### config.mk
export PLATFORM = sky130hd
export DESIGN_NAME = csr_top
export DESIGN_NICKNAME = d
export VERILOG_FILES = /design/src/csr_pkg.sv /design/src/csr_counter.sv /design/src/csr_ctrl.sv /design/src/csr_read_mux.sv /design/src/csr_status.sv /design/src/csr_top.sv /design/src/csr_trap_regs.sv
export SDC_FILE = /design/constraint.sdc
export NUM_CORES = 1
export LEC_CHECK = 0
export ABC_AREA = 1
export BUFFER_PORTS_ARGS = -buffer_cell sky130_fd_sc_hd__buf_2
export CAP_MARGIN = 25
export CELL_PAD_IN_SITES_DETAIL_PLACEMENT = 0
export CELL_PAD_IN_SITES_GLOBAL_PLACEMENT = 1
export CORE_MARGIN = 4
export CORE_UTILIZATION = 40
export CTS_BUF_LIST = sky130_fd_sc_hd__clkbuf_4 sky130_fd_sc_hd__clkbuf_8
export DETAILED_ROUTE_END_ITERATION = 10
export PLACE_DENSITY_LB_ADDON = 0.1
export SYNTH_ARGS = -nofsm -noshare
export SYNTH_HDL_FRONTEND = slang
export SYNTH_SLANG_ARGS = --single-unit
### constraint.sdc
create_clock -name clk -period 2.18 [get_ports clk]
set_clock_uncertainty 0.2 [all_clocks]
set_input_delay 0.327 -clock clk [delete_from_list [all_inputs] [get_ports clk]]
set_output_delay 0.327 -clock clk [all_outputs]
set_load 0.05 [all_outputs]
### src/csr_pkg.sv
package csr_pkg;

  localparam int XLEN      = 32;
  localparam int PC_SIZE   = 32;
  localparam int ADDR_SIZE = 32;
  localparam int HART_ID_W = 1;
  localparam int CSR_IDX_W = 12;

  // machine-mode csr indices
  localparam logic [CSR_IDX_W-1:0] IDX_MSTATUS     = 12'h300;
  localparam logic [CSR_IDX_W-1:0] IDX_MISA        = 12'h301;
  localparam logic [CSR_IDX_W-1:0] IDX_MIE         = 12'h304;
  localparam logic [CSR_IDX_W-1:0] IDX_MTVEC       = 12'h305;
  localparam logic [CSR_IDX_W-1:0] IDX_MSCRATCH    = 12'h340;
  localparam logic [CSR_IDX_W-1:0] IDX_MEPC        = 12'h341;
  localparam logic [CSR_IDX_W-1:0] IDX_MCAUSE      = 12'h342;
  localparam logic [CSR_IDX_W-1:0] IDX_MBADADDR    = 12'h343;
  localparam logic [CSR_IDX_W-1:0] IDX_MIP         = 12'h344;
  localparam logic [CSR_IDX_W-1:0] IDX_MCYCLE      = 12'hB00;
  localparam logic [CSR_IDX_W-1:0] IDX_MCYCLEH     = 12'hB80;
  localparam logic [CSR_IDX_W-1:0] IDX_MINSTRET    = 12'hB02;
  localparam logic [CSR_IDX_W-1:0] IDX_MINSTRETH   = 12'hB82;
  localparam logic [CSR_IDX_W-1:0] IDX_COUNTERSTOP = 12'hBFF; // custom
  localparam logic [CSR_IDX_W-1:0] IDX_MVENDORID   = 12'hF11;
  localparam logic [CSR_IDX_W-1:0] IDX_MARCHID     = 12'hF12;
  localparam logic [CSR_IDX_W-1:0] IDX_MIMPID      = 12'hF13;
  localparam logic [CSR_IDX_W-1:0] IDX_MHARTID     = 12'hF14;

  // identity values
  localparam logic [XLEN-1:0] MISA_VAL      = 32'h4000_1105; // rv32, a c i m
  localparam logic [XLEN-1:0] MVENDORID_VAL = 32'h0000_0536;
  localparam logic [XLEN-1:0] MARCHID_VAL   = 32'h0000_E203;
  localparam logic [XLEN-1:0] MIMPID_VAL    = 32'h0000_0001;

  // bit positions in mie/mip and mstatus
  localparam int MEIE_BIT = 11;
  localparam int MTIE_BIT = 7;
  localparam int MSIE_BIT = 3;
  localparam int MPIE_BIT = 7;
  localparam int MIE_BIT  = 3;

  typedef logic [XLEN-1:0] xlen_t;

  typedef struct packed {
    logic                 ena;
    logic                 wr_en;
    logic                 rd_en;
    logic [CSR_IDX_W-1:0] idx;
  } csr_req_t;

  // trap commit from the core
  typedef struct packed {
    logic                 status_ena; // trap entry
    logic                 mret_ena;
    logic                 epc_ena;
    logic [PC_SIZE-1:0]   epc;
    logic                 cause_ena;
    xlen_t                cause;
    logic                 badaddr_ena;
    logic [ADDR_SIZE-1:0] badaddr;
  } cmt_t;

  typedef struct packed {
    logic ext;
    logic sft;
    logic tmr;
  } irq_t;

  typedef struct packed {
    logic global_mie;
    logic meie;
    logic mtie;
    logic msie;
  } int_en_t;

  // one flag per csr, used for write strobes and read selects
  typedef struct packed {
    logic mstatus;
    logic misa;
    logic mie;
    logic mtvec;
    logic mscratch;
    logic mepc;
    logic mcause;
    logic mbadaddr;
    logic mip;
    logic mcycle;
    logic mcycleh;
    logic minstret;
    logic minstreth;
    logic counterstop;
    logic mvendorid;
    logic marchid;
    logic mimpid;
    logic mhartid;
  } csr_sel_t;

  typedef struct packed {
    logic lo;
    logic hi;
  } cnt_wr_t;

endpackage

### src/csr_counter.sv
`timescale 1ns/1ps
module csr_counter (
  input  logic             clk,
  input  logic             rst_n,
  input  logic             inc,
  input  csr_pkg::cnt_wr_t wr,
  input  csr_pkg::xlen_t   wdata,
  output csr_pkg::xlen_t   lo,
  output csr_pkg::xlen_t   hi
);
  import csr_pkg::*;

  logic lo_full; // carry out of the low word

  assign lo_full = (lo == {XLEN{1'b1}});

  // a written word takes wdata and skips its increment
  always_ff @(posedge clk) begin
    if (!rst_n) begin
      lo <= '0;
    end else if (wr.lo) begin
      lo <= wdata;
    end else if (inc) begin
      lo <= lo + 1'b1;
    end
  end

  always_ff @(posedge clk) begin
    if (!rst_n) begin
      hi <= '0;
    end else if (wr.hi) begin
      hi <= wdata;
    end else if (inc && lo_full) begin
      hi <= hi + 1'b1;
    end
  end

endmodule

### src/csr_ctrl.sv
`timescale 1ns/1ps
module csr_ctrl (
  input  logic              clk,
  input  logic              rst_n,
  input  csr_pkg::csr_req_t req,
  input  csr_pkg::xlen_t    wdata,
  input  logic              instret_ena,
  output csr_pkg::csr_sel_t wr_sel,
  output csr_pkg::csr_sel_t rd_sel,
  output csr_pkg::cnt_wr_t  cyc_wr,
  output csr_pkg::cnt_wr_t  ir_wr,
  output logic              cyc_inc,
  output logic              ir_inc,
  output csr_pkg::xlen_t    counterstop,
  output logic              tm_stop
);
  import csr_pkg::*;

  csr_sel_t   hit;    // raw index match, before strobes
  logic       wr_stb;
  logic [2:0] stop_r; // 0 cycle, 1 mtime, 2 instret

  // the only place the index is compared
  always_comb begin
    hit.mstatus     = (req.idx == IDX_MSTATUS);
    hit.misa        = (req.idx == IDX_MISA);
    hit.mie         = (req.idx == IDX_MIE);
    hit.mtvec       = (req.idx == IDX_MTVEC);
    hit.mscratch    = (req.idx == IDX_MSCRATCH);
    hit.mepc        = (req.idx == IDX_MEPC);
    hit.mcause      = (req.idx == IDX_MCAUSE);
    hit.mbadaddr    = (req.idx == IDX_MBADADDR);
    hit.mip         = (req.idx == IDX_MIP);
    hit.mcycle      = (req.idx == IDX_MCYCLE);
    hit.mcycleh     = (req.idx == IDX_MCYCLEH);
    hit.minstret    = (req.idx == IDX_MINSTRET);
    hit.minstreth   = (req.idx == IDX_MINSTRETH);
    hit.counterstop = (req.idx == IDX_COUNTERSTOP);
    hit.mvendorid   = (req.idx == IDX_MVENDORID);
    hit.marchid     = (req.idx == IDX_MARCHID);
    hit.mimpid      = (req.idx == IDX_MIMPID);
    hit.mhartid     = (req.idx == IDX_MHARTID);
  end

  assign wr_stb = req.ena & req.wr_en;
  assign wr_sel = hit & {$bits(csr_sel_t){wr_stb}};
  assign rd_sel = hit & {$bits(csr_sel_t){req.rd_en}}; // reads ignore ena

  // counter-stop register, only 3 bits kept
  always_ff @(posedge clk) begin
    if (!rst_n) begin
      stop_r <= 3'b000;
    end else if (wr_sel.counterstop) begin
      stop_r <= wdata[2:0];
    end
  end

  assign counterstop = {{(XLEN-3){1'b0}}, stop_r};
  assign tm_stop     = stop_r[1];

  // word writes to the two counters
  assign cyc_wr.lo = wr_sel.mcycle;
  assign cyc_wr.hi = wr_sel.mcycleh;
  assign ir_wr.lo  = wr_sel.minstret;
  assign ir_wr.hi  = wr_sel.minstreth;

  assign cyc_inc = ~stop_r[0];               // free running
  assign ir_inc  = instret_ena & ~stop_r[2]; // one per retired instr

endmodule

### src/csr_read_mux.sv
`timescale 1ns/1ps
module csr_read_mux (
  input  csr_pkg::csr_sel_t            rd_sel,
  input  csr_pkg::xlen_t               mstatus,
  input  csr_pkg::xlen_t               mie,
  input  csr_pkg::xlen_t               mip,
  input  csr_pkg::xlen_t               mtvec,
  input  csr_pkg::xlen_t               mscratch,
  input  csr_pkg::xlen_t               mepc,
  input  csr_pkg::xlen_t               mcause,
  input  csr_pkg::xlen_t               mbadaddr,
  input  csr_pkg::xlen_t               mcycle,
  input  csr_pkg::xlen_t               mcycleh,
  input  csr_pkg::xlen_t               minstret,
  input  csr_pkg::xlen_t               minstreth,
  input  csr_pkg::xlen_t               counterstop,
  input  logic [csr_pkg::HART_ID_W-1:0] core_mhartid,
  output csr_pkg::xlen_t               rdata
);
  import csr_pkg::*;

  xlen_t mhartid;

  assign mhartid = {{(XLEN-HART_ID_W){1'b0}}, core_mhartid};

  // selects are one-hot, so an OR of masked values is enough
  assign rdata = ({XLEN{rd_sel.mstatus}}     & mstatus)
               | ({XLEN{rd_sel.misa}}        & MISA_VAL)
               | ({XLEN{rd_sel.mie}}         & mie)
               | ({XLEN{rd_sel.mtvec}}       & mtvec)
               | ({XLEN{rd_sel.mscratch}}    & mscratch)
               | ({XLEN{rd_sel.mepc}}        & mepc)
               | ({XLEN{rd_sel.mcause}}      & mcause)
               | ({XLEN{rd_sel.mbadaddr}}    & mbadaddr)
               | ({XLEN{rd_sel.mip}}         & mip)
               | ({XLEN{rd_sel.mcycle}}      & mcycle)
               | ({XLEN{rd_sel.mcycleh}}     & mcycleh)
               | ({XLEN{rd_sel.minstret}}    & minstret)
               | ({XLEN{rd_sel.minstreth}}   & minstreth)
               | ({XLEN{rd_sel.counterstop}} & counterstop)
               | ({XLEN{rd_sel.mvendorid}}   & MVENDORID_VAL)
               | ({XLEN{rd_sel.marchid}}     & MARCHID_VAL)
               | ({XLEN{rd_sel.mimpid}}      & MIMPID_VAL)
               | ({XLEN{rd_sel.mhartid}}     & mhartid);

endmodule

### src/csr_status.sv
`timescale 1ns/1ps
module csr_status (
  input  logic              clk,
  input  logic              rst_n,
  input  logic              wr_mstatus,
  input  logic              wr_mie,
  input  csr_pkg::xlen_t    wdata,
  input  csr_pkg::cmt_t     cmt,
  input  csr_pkg::irq_t     irq,
  output csr_pkg::xlen_t    mstatus,
  output csr_pkg::xlen_t    mie,
  output csr_pkg::xlen_t    mip,
  output csr_pkg::int_en_t  int_en
);
  import csr_pkg::*;

  logic mie_r;  // global enable
  logic mpie_r; // value of mie before the trap
  logic meie_r;
  logic mtie_r;
  logic msie_r;
  irq_t ip_r;   // pending bits, sampled every cycle

  // trap entry beats mret, mret beats a csr write
  always_ff @(posedge clk) begin
    if (!rst_n) begin
      mie_r  <= 1'b0;
      mpie_r <= 1'b0;
    end else if (cmt.status_ena) begin
      mpie_r <= mie_r;
      mie_r  <= 1'b0;
    end else if (cmt.mret_ena) begin
      mie_r  <= mpie_r;
      mpie_r <= 1'b1;
    end else if (wr_mstatus) begin
      mie_r  <= wdata[MIE_BIT];
      mpie_r <= wdata[MPIE_BIT];
    end
  end

  always_ff @(posedge clk) begin
    if (!rst_n) begin
      meie_r <= 1'b0;
      mtie_r <= 1'b0;
      msie_r <= 1'b0;
    end else if (wr_mie) begin
      meie_r <= wdata[MEIE_BIT];
      mtie_r <= wdata[MTIE_BIT];
      msie_r <= wdata[MSIE_BIT];
    end
  end

  always_ff @(posedge clk) begin
    if (!rst_n) begin
      ip_r <= '0;
    end else begin
      ip_r <= irq;
    end
  end

  always_comb begin
    mstatus           = '0;
    mstatus[12:11]    = 2'b11; // mpp, machine mode only
    mstatus[MPIE_BIT] = mpie_r;
    mstatus[MIE_BIT]  = mie_r;
    mie               = '0;
    mie[MEIE_BIT]     = meie_r;
    mie[MTIE_BIT]     = mtie_r;
    mie[MSIE_BIT]     = msie_r;
    mip               = '0;
    mip[MEIE_BIT]     = ip_r.ext; // same positions as the enables
    mip[MTIE_BIT]     = ip_r.tmr;
    mip[MSIE_BIT]     = ip_r.sft;
  end

  assign int_en.global_mie = mie_r;
  assign int_en.meie       = meie_r;
  assign int_en.mtie       = mtie_r;
  assign int_en.msie       = msie_r;

endmodule

### src/csr_top.sv
`timescale 1ns/1ps
module csr_top (
  input  logic                          clk,
  input  logic                          rst_n,
  input  csr_pkg::csr_req_t             req,
  input  csr_pkg::xlen_t                wdata,
  input  csr_pkg::cmt_t                 cmt,
  input  logic                          instret_ena,
  input  csr_pkg::irq_t                 irq,
  input  logic [csr_pkg::HART_ID_W-1:0] core_mhartid,
  output csr_pkg::xlen_t                rdata,
  output csr_pkg::int_en_t              int_en,
  output csr_pkg::xlen_t                mtvec,
  output csr_pkg::xlen_t                mepc,
  output logic                          tm_stop
);
  import csr_pkg::*;

  csr_sel_t wr_sel;
  csr_sel_t rd_sel;
  cnt_wr_t  cyc_wr;
  cnt_wr_t  ir_wr;
  logic     cyc_inc;
  logic     ir_inc;
  xlen_t    counterstop;
  xlen_t    mstatus;
  xlen_t    mie;
  xlen_t    mip;
  xlen_t    mscratch;
  xlen_t    mcause;
  xlen_t    mbadaddr;
  xlen_t    mcycle;
  xlen_t    mcycleh;
  xlen_t    minstret;
  xlen_t    minstreth;

  csr_ctrl u_ctrl (
    .clk         (clk),
    .rst_n       (rst_n),
    .req         (req),
    .wdata       (wdata),
    .instret_ena (instret_ena),
    .wr_sel      (wr_sel),
    .rd_sel      (rd_sel),
    .cyc_wr      (cyc_wr),
    .ir_wr       (ir_wr),
    .cyc_inc     (cyc_inc),
    .ir_inc      (ir_inc),
    .counterstop (counterstop),
    .tm_stop     (tm_stop)
  );

  csr_status u_status (
    .clk        (clk),
    .rst_n      (rst_n),
    .wr_mstatus (wr_sel.mstatus),
    .wr_mie     (wr_sel.mie),
    .wdata      (wdata),
    .cmt        (cmt),
    .irq        (irq),
    .mstatus    (mstatus),
    .mie        (mie),
    .mip        (mip),
    .int_en     (int_en)
  );

  csr_trap_regs u_trap (
    .clk      (clk),
    .rst_n    (rst_n),
    .wr_sel   (wr_sel),
    .wdata    (wdata),
    .cmt      (cmt),
    .mtvec    (mtvec),
    .mscratch (mscratch),
    .mepc     (mepc),
    .mcause   (mcause),
    .mbadaddr (mbadaddr)
  );

  csr_counter u_cycle (
    .clk   (clk),
    .rst_n (rst_n),
    .inc   (cyc_inc),
    .wr    (cyc_wr),
    .wdata (wdata),
    .lo    (mcycle),
    .hi    (mcycleh)
  );

  csr_counter u_instret (
    .clk   (clk),
    .rst_n (rst_n),
    .inc   (ir_inc),
    .wr    (ir_wr),
    .wdata (wdata),
    .lo    (minstret),
    .hi    (minstreth)
  );

  csr_read_mux u_rmux (
    .rd_sel       (rd_sel),
    .mstatus      (mstatus),
    .mie          (mie),
    .mip          (mip),
    .mtvec        (mtvec),
    .mscratch     (mscratch),
    .mepc         (mepc),
    .mcause       (mcause),
    .mbadaddr     (mbadaddr),
    .mcycle       (mcycle),
    .mcycleh      (mcycleh),
    .minstret     (minstret),
    .minstreth    (minstreth),
    .counterstop  (counterstop),
    .core_mhartid (core_mhartid),
    .rdata        (rdata)
  );

endmodule

### src/csr_trap_regs.sv
`timescale 1ns/1ps
module csr_trap_regs (
  input  logic              clk,
  input  logic              rst_n,
  input  csr_pkg::csr_sel_t wr_sel,
  input  csr_pkg::xlen_t    wdata,
  input  csr_pkg::cmt_t     cmt,
  output csr_pkg::xlen_t    mtvec,
  output csr_pkg::xlen_t    mscratch,
  output csr_pkg::xlen_t    mepc,
  output csr_pkg::xlen_t    mcause,
  output csr_pkg::xlen_t    mbadaddr
);
  import csr_pkg::*;

  xlen_t                mtvec_r;
  xlen_t                mscratch_r;
  logic [PC_SIZE-1:1]   epc_r;     // bit 0 is always zero
  logic                 cause_irq; // bit 31, interrupt flag
  logic [3:0]           cause_code;
  logic [ADDR_SIZE-1:0] badaddr_r;

  always_ff @(posedge clk) begin
    if (!rst_n) begin
      mtvec_r    <= '0;
      mscratch_r <= '0;
    end else begin
      if (wr_sel.mtvec) begin
        mtvec_r <= wdata;
      end
      if (wr_sel.mscratch) begin
        mscratch_r <= wdata;
      end
    end
  end

  // commit wins over a software write in the same cycle
  always_ff @(posedge clk) begin
    if (!rst_n) begin
      epc_r <= '0;
    end else if (cmt.epc_ena) begin
      epc_r <= cmt.epc[PC_SIZE-1:1];
    end else if (wr_sel.mepc) begin
      epc_r <= wdata[PC_SIZE-1:1];
    end
  end

  always_ff @(posedge clk) begin
    if (!rst_n) begin
      cause_irq  <= 1'b0;
      cause_code <= 4'h0;
    end else if (cmt.cause_ena) begin
      cause_irq  <= cmt.cause[XLEN-1];
      cause_code <= cmt.cause[3:0];
    end else if (wr_sel.mcause) begin
      cause_irq  <= wdata[XLEN-1];
      cause_code <= wdata[3:0];
    end
  end

  always_ff @(posedge clk) begin
    if (!rst_n) begin
      badaddr_r <= '0;
    end else if (cmt.badaddr_ena) begin
      badaddr_r <= cmt.badaddr;
    end else if (wr_sel.mbadaddr) begin
      badaddr_r <= wdata[ADDR_SIZE-1:0];
    end
  end

  assign mtvec    = mtvec_r;
  assign mscratch = mscratch_r;
  assign mepc     = xlen_t'({epc_r, 1'b0});
  assign mcause   = {cause_irq, {(XLEN-5){1'b0}}, cause_code};
  assign mbadaddr = xlen_t'(badaddr_r);

endmodule

# After elaboration in Yosys (flattened, before gate mapping)

Index checks and enable logic that the tools add are counted.

Register bits: 271
Bits of input ports: 155
Output and inout port bits: 101
Logic and storage cells: 114

$add $sub $neg: 4
Eq/ne operators: 21
Multiplexer cells: 21
Bitwise operators: 38
Reductions and logical operators: 11

Operator list:

| kind                  | number |
|---|---|
| $or 32x32->32         | 13 |
| $mux 32               | 10 |
| $and 32x32->32        | 9 |
| $add 32x1->32 const B | 4 |
| $eq 12x10->1 const B  | 9 |
| $eq 12x12->1 const B  | 9 |
| $and 32x12->32        | 2 |
| $eq 32x32->1 const B  | 2 |
| $mux 31               | 2 |
| $and 18x18->18        | 2 |
| $and 32x1->32         | 1 |
| $and 32x13->32        | 1 |
| $and 32x3->32         | 1 |
| $or 32x1->32          | 1 |
| $or 32x11->32         | 1 |
| $or 32x16->32         | 1 |
| $or 32x31->32         | 1 |
| $reduce_bool 2->1     | 7 |
| $mux 4                | 2 |
| $mux 1                | 7 |
| $not 1->1             | 3 |
| $reduce_bool 3->1     | 1 |
| $and 1x1->1           | 2 |
| $logic_and 1x1->1     | 2 |
| 2 further kinds       | 2 |

# Depth between registers and ports, before layout

Word-level depth: 20
Mapped depth: 12
Gate-level depth less buffers: 12

# Cells and area by module

Synthesis repeated with hierarchy kept, for this count alone.

Cell total of the unflattened synthesis: 3550
Area, all modules: 20387.1 sq um

By module, submodules not included:

| module                  | instances | cells an instance | area each (sq um) | seq. area each (sq um) |
|---|---|---|---|---|
| csr_trap_regs           | 1         | 823               | 5774.3            | 2642.5 |
| csr_counter (u_cycle)   | 1         | 763               | 4606.9            | 1281.2 |
| csr_counter (u_instret) | 1         | 756               | 4496.8            | 1281.2 |
| csr_read_mux            | 1         | 915               | 3626.0            | 0.0 |
| csr_status              | 1         | 138               | 1031.0            | 160.2 |
| csr_ctrl                | 1         | 155               | 852.1             | 60.1 |

# Worst setup path before layout

Ideal clock, no wire load.

Kind: in2out
Start point: in req[9] (netlist name)
End point: out rdata[25]
Arrival time: 1824 ps
Data required time: 1653 ps
Setup slack: -171 ps
Stages: 10
Buffers on the path: 2
Cell sequence: nand2_1 -> inv_2 -> nand3_2 -> nor2_2 -> buf_2 -> nand2_1 -> buf_2 -> o21ai_0 -> nor2_1 -> o211ai_1

Longest elaborated chain between the ends: 20
Elaborated cells on any way between the ends: 46
Classes of those cells: eq/ne: 14; bitwise: 32

RTL lines:

| element          | line               | text |
|---|---|---|
| start, declared  | csr_top.sv:5       | `input csr_pkg::csr_req_t req,` |
| $eq 12x10->1     | csr_ctrl.sv:25     | `hit.mstatus = (req.idx == IDX_MSTATUS);` |
| $and 18x18->18 * | csr_ctrl.sv:47     | `assign rd_sel = hit & {$bits(csr_sel_t){req.rd_en}};` |
| $and 32x13->32   | csr_read_mux.sv:27 | `assign rdata = ({XLEN{rd_sel.mstatus}} & mstatus)` |
| $or 32x31->32    | csr_read_mux.sv:28 | `\| ({XLEN{rd_sel.misa}} & MISA_VAL)` |
| $or 32x32->32    | csr_read_mux.sv:29 | `\| ({XLEN{rd_sel.mie}} & mie)` |
| $or 32x32->32    | csr_read_mux.sv:30 | `\| ({XLEN{rd_sel.mtvec}} & mtvec)` |
| $or 32x32->32    | csr_read_mux.sv:31 | `\| ({XLEN{rd_sel.mscratch}} & mscratch)` |
| $or 32x32->32    | csr_read_mux.sv:32 | `\| ({XLEN{rd_sel.mepc}} & mepc)` |
| (+4 left out)    | -                  |  |
| $or 32x32->32    | csr_read_mux.sv:37 | `\| ({XLEN{rd_sel.mcycleh}} & mcycleh)` |
| $or 32x32->32    | csr_read_mux.sv:38 | `\| ({XLEN{rd_sel.minstret}} & minstret)` |
| $or 32x32->32    | csr_read_mux.sv:39 | `\| ({XLEN{rd_sel.minstreth}} & minstreth)` |
| $or 32x32->32    | csr_read_mux.sv:40 | `\| ({XLEN{rd_sel.counterstop}} & counterstop)` |
| $or 32x11->32    | csr_read_mux.sv:41 | `\| ({XLEN{rd_sel.mvendorid}} & MVENDORID_VAL)` |
| $or 32x16->32    | csr_read_mux.sv:42 | `\| ({XLEN{rd_sel.marchid}} & MARCHID_VAL)` |
| $or 32x1->32     | csr_read_mux.sv:43 | `\| ({XLEN{rd_sel.mimpid}} & MIMPID_VAL)` |
| $or 32x32->32 *  | csr_read_mux.sv:44 | `\| ({XLEN{rd_sel.mhartid}} & mhartid);` |
| end, declared    | csr_top.sv:11      | `output csr_pkg::xlen_t rdata,` |

Every way passes the cells marked *; elsewhere a longest branch is shown, timed or not.

# Final worst setup path

Start point: in req[3] (netlist name)
End point: out rdata[25]

Same word-level chain as after synthesis.

==> impl_summary.md <==
Status
The flow ran to the end, but the final reports show violations. The final reports fail on setup timing.

Synthesis
After synthesis, the largest area contributor takes up 31.90% of total cell area. The most frequently used flop master after synthesis is sky130_fd_sc_hd__dfxtp_1. The number of synthesis warnings is 0. The synthesized netlist devotes 33.27% of its cell area to simple gates. The synthesized net count is 2956. Synthesis produced a netlist whose cell count is 2797.

After Yosys synthesis, XOR and XNOR cells account for 2.832% of the synthesized area. The synthesized design contains 271 register bits. Of the synthesized area, sequential elements account for 31.90%. The number of distinct library cells after synthesis is 44.

The number of enable-type register cells in the synthesized netlist is 0. The total standard cell area after synthesis is 17010 µm². The per-instance average area after synthesis is 6.081 µm². After synthesis, the cell types taking the most area are sky130_fd_sc_hd__dfxtp_1 (32%), sky130_fd_sc_hd__nand2_1 (17%), sky130_fd_sc_hd__o21ai_0 (8.5%). After synthesis, the share of flip-flops with an asynchronous set or reset is 0%. Measured against the total synthesized area, the mux share comes to 0%. The post-synthesis compound-gate area fraction is 21.49%. After Yosys synthesis, full adders, half adders and majority gates account for 0.2942% of the synthesized area.

The largest area contributor in the synthesized netlist is sky130_fd_sc_hd__dfxtp_1. The main combinational cell family by area after synthesis is simple AND/OR/NAND/NOR gates.

Placement
Buffers placed on the I/O ports in this run total 226. The half-perimeter wire length after placement is 70.73 mm. Once placement completed, the tool counted placed cells totaling 3692.

The placer's final routability congestion estimate is 1.056. The worst setup slack before clock tree synthesis is -535.4 ps.

Die
The die covers 45890 µm². In this run the core area contains 75 standard-cell rows. Once the floorplan was initialized, standard cells occupied 40.55% of the core. The number of ports placed on the die boundary is 256. The floorplan step set the die height to 214.2 µm.

The core footprint is 41950 µm². The die width is 214.2 µm.

Pwr
The design draws 12380 µW. The worst vdd rail ir drop is 434.5 µV. In this run the static leakage power is 0.01060 µW. Dividing total power by cell area gives a power density of 489.6 nW/µm².

Clocking
TritonCTS built the clock tree. The worst-skew pair later-pin latency is 680 ps. The number of sinks driven by the clock tree is 271. The cell sitting at the root of the clock tree is a sky130_fd_sc_hd__clkbuf_8.

CTS built an H-tree with a depth of 2. The clock-pin slew on the worst setup and hold paths is 70 ps. The number of CTS-inserted buffers is 52. The number of buffers between clock root and the deepest sink is 3.

Worst setup path
The worst path required time is 1650 ps. The critical path is of the in2out type. STA classifies the critical path endpoint as an output port. The worst endpoint data arrival time is 2040 ps. In this run the worst path has a maximum fanout of 4. STA classifies the critical path startpoint as a primary input.

STA
The max-slew violation count is 0. For the pin with the worst max-slew slack, the measured transition is 653.4 ps. In this run the tightest slew margin relative to its limit is 56.39%.

The worst hold margin is 34.38 ps. The final critical-path required period is 2571 ps. In the post-route analysis, the smallest setup slack over all paths is -391.1 ps. The count of final hold-check violations is 0. Setup repair after global routing could not meet its margin everywhere. The count of final setup violators is 32. Static timing analysis puts the maximum clock frequency at 388.9 MHz.

The share of the clock period used by the worst path is 117.9%.

GRT
The number of antenna violations at the first check in global routing is 8. The largest net degree at the start of global routing is 68. The via count of the first global-routing pass is 21480. Global routing used 39.02% of the available tracks across all layers. After global routing the overflow that remains totals 0.

The first global-routing pass estimated 136.4 mm of wire.

Drt
For this run, design rule violations remaining after detail routing come to 0. The via count is 22230. Dividing the detail-routed via count by the number of cells gives 5.637. The total length of routed wires is 93.40 mm. The first routing iteration left 2548 violations. Dividing the detail-routed wire length by the instance count gives 23.68 µm. In this run the remaining antenna-violating nets after routing total 0. The number of detailed-route iterations in the first pass is 5.

Final layout
At the end of the flow, the number of nets in the layout was 3523. The growth of design area from synthesis to finish is 48.62%. The non-filler instance count after layout is 3944.

In the final layout, the share of cells above drive strength 1 is 26.90%. The core utilization of the finished layout is 60.27%.

Hold path
The tightest min-delay check is of the in2reg type.

Flow run
The count of max-cap constraint violations is 0.
-- flip-flops by register name, indices dropped and copies added (netlist names) --
signal and cells:
u_trap.mscratch 32, u_instret.hi 32, u_ctrl.stop_r 3, u_status.mip 3, u_cycle.hi 32, u_trap.mtvec 32
u_trap.mbadaddr 32, u_trap.epc_r 31, u_cycle.lo 32, u_status.mie_r 1, u_trap.cause_irq 1, u_status.msie_r 1
u_trap.cause_code 4, u_instret.lo 32, u_status.mtie_r 1, u_status.mpie_r 1, u_status.meie_r 1
-- metal layers --
layer	share of wire, %	vias up	global-route usage (%)
li1	-	10300	-
met1	40	10400	50.24
met2	44	1269	63.01
met3	10	263	7.950
met4	5.6	2	18.20
met5	0.014	-	0
-- metrics by stage --
stage	cell area (µm²)	TNS [ps]
floorplan	17160	-207.1
global placement	20870	-16740
detailed placement	20870	-19330
CTS	24790	-8963
global route	25270	-11090
finish	25280	-9445
-- worst max-delay path: stages --
cell	delay (ps)
sky130_fd_sc_hd__buf_6	100
sky130_fd_sc_hd__nor2_4	140
sky130_fd_sc_hd__buf_6	120
sky130_fd_sc_hd__nand3_4	70
sky130_fd_sc_hd__nor2_4	150
sky130_fd_sc_hd__nand2_4	150
sky130_fd_sc_hd__buf_12	180
sky130_fd_sc_hd__buf_6	120
sky130_fd_sc_hd__o21ai_2	120
sky130_fd_sc_hd__a21oi_1	60
sky130_fd_sc_hd__o211ai_1	160
sky130_fd_sc_hd__buf_4	210
sky130_fd_sc_hd__buf_12	140
-- what timing repair did --
| action | 4_1_cts | 5_1_grt |
|---|---|---|
| pin swaps | 64 | 43 |
| hold buffers | 120 | 0 |
| resized for setup | 336 | 123 |
| buffers inserted | 32 | 13 |
| gates cloned | 6 | 0 |
| setup endpoints to repair | 33 | 103 |
| endpoints found under the hold margin | 146 | 0 |
-- report_power, final --
part / total, µW / switching (µW) / internal (µW)
registers: 5160 / 98.2 / 5060
clock network: 5740 / 2510 / 3230
logic: 1480 / 941 / 534
-- kinds of logic (layout without fill, tap and decap cells) --
logic type                 count (synthesis)  in the layout
adders and majority gates                  4              4
xor gates and xnor gates                  55             55
other                                      1              4
DFF                                      271            271
AOI/OAI and AO/OA                        696            696
and+or+nand+nor                         1344           1344
buffers and inverters                    426           1031
-- Yosys cell counts (all sizes together) (2+ instances only) --
cell    number
nand4       21
nor4         2
nand2      798
inv        291
or2          4
buf         57
xor2        49
nor2       302
nand3      165
o21ai      308
o22ai       80
a211oi       5
o211ai      12
xnor2        6
nor3        39
nand3b      12
clkbuf      77
a31oi        6
dfxtp      271
ha           4
a21oi      283
-- area by class of cell --
class | count | area [µm²]
fillers | 4006 | 16670
repair buffers | 647 | 5817
well taps | 539 | 674.4
diodes | 3 | 7.507
clock inverters | 11 | 108.9
multi-input cells | 2100 | 11050
flip-flops and latches | 271 | 5436
inverters | 292 | 1147
clock buffers | 81 | 1033
-- final timing paths --
check,from,endpoint,slack [ps],depth (start not counted)
worst max register to register,u_cycle.lo[5],u_cycle.hi[17],40,9
worst max-delay path,req[3],rdata[25],-390,13
worst min register to register,u_trap.mbadaddr[25],u_trap.mbadaddr[25],260,2
worst min-delay path,req[13],u_status.msie_r,30,5
-- cell usage in the layout, fill, tap and decap left out, types with 38 or more instances in the layout --
cell type,instances
sky130_fd_sc_hd__nand2_1,739
sky130_fd_sc_hd__a21oi_1,265
sky130_fd_sc_hd__dfxtp_1,262
sky130_fd_sc_hd__inv_1,247
sky130_fd_sc_hd__o21ai_0,246
sky130_fd_sc_hd__nor2_1,245
sky130_fd_sc_hd__buf_4,217
sky130_fd_sc_hd__buf_2,183
sky130_fd_sc_hd__nand3_1,134
sky130_fd_sc_hd__dlygate4sd3_1,120
sky130_fd_sc_hd__clkbuf_8,68
sky130_fd_sc_hd__buf_12,51
sky130_fd_sc_hd__o22ai_1,50
sky130_fd_sc_hd__xor2_1,49
sky130_fd_sc_hd__buf_6,49
sky130_fd_sc_hd__nand2_2,38
(Power assumes the default switching activity.)
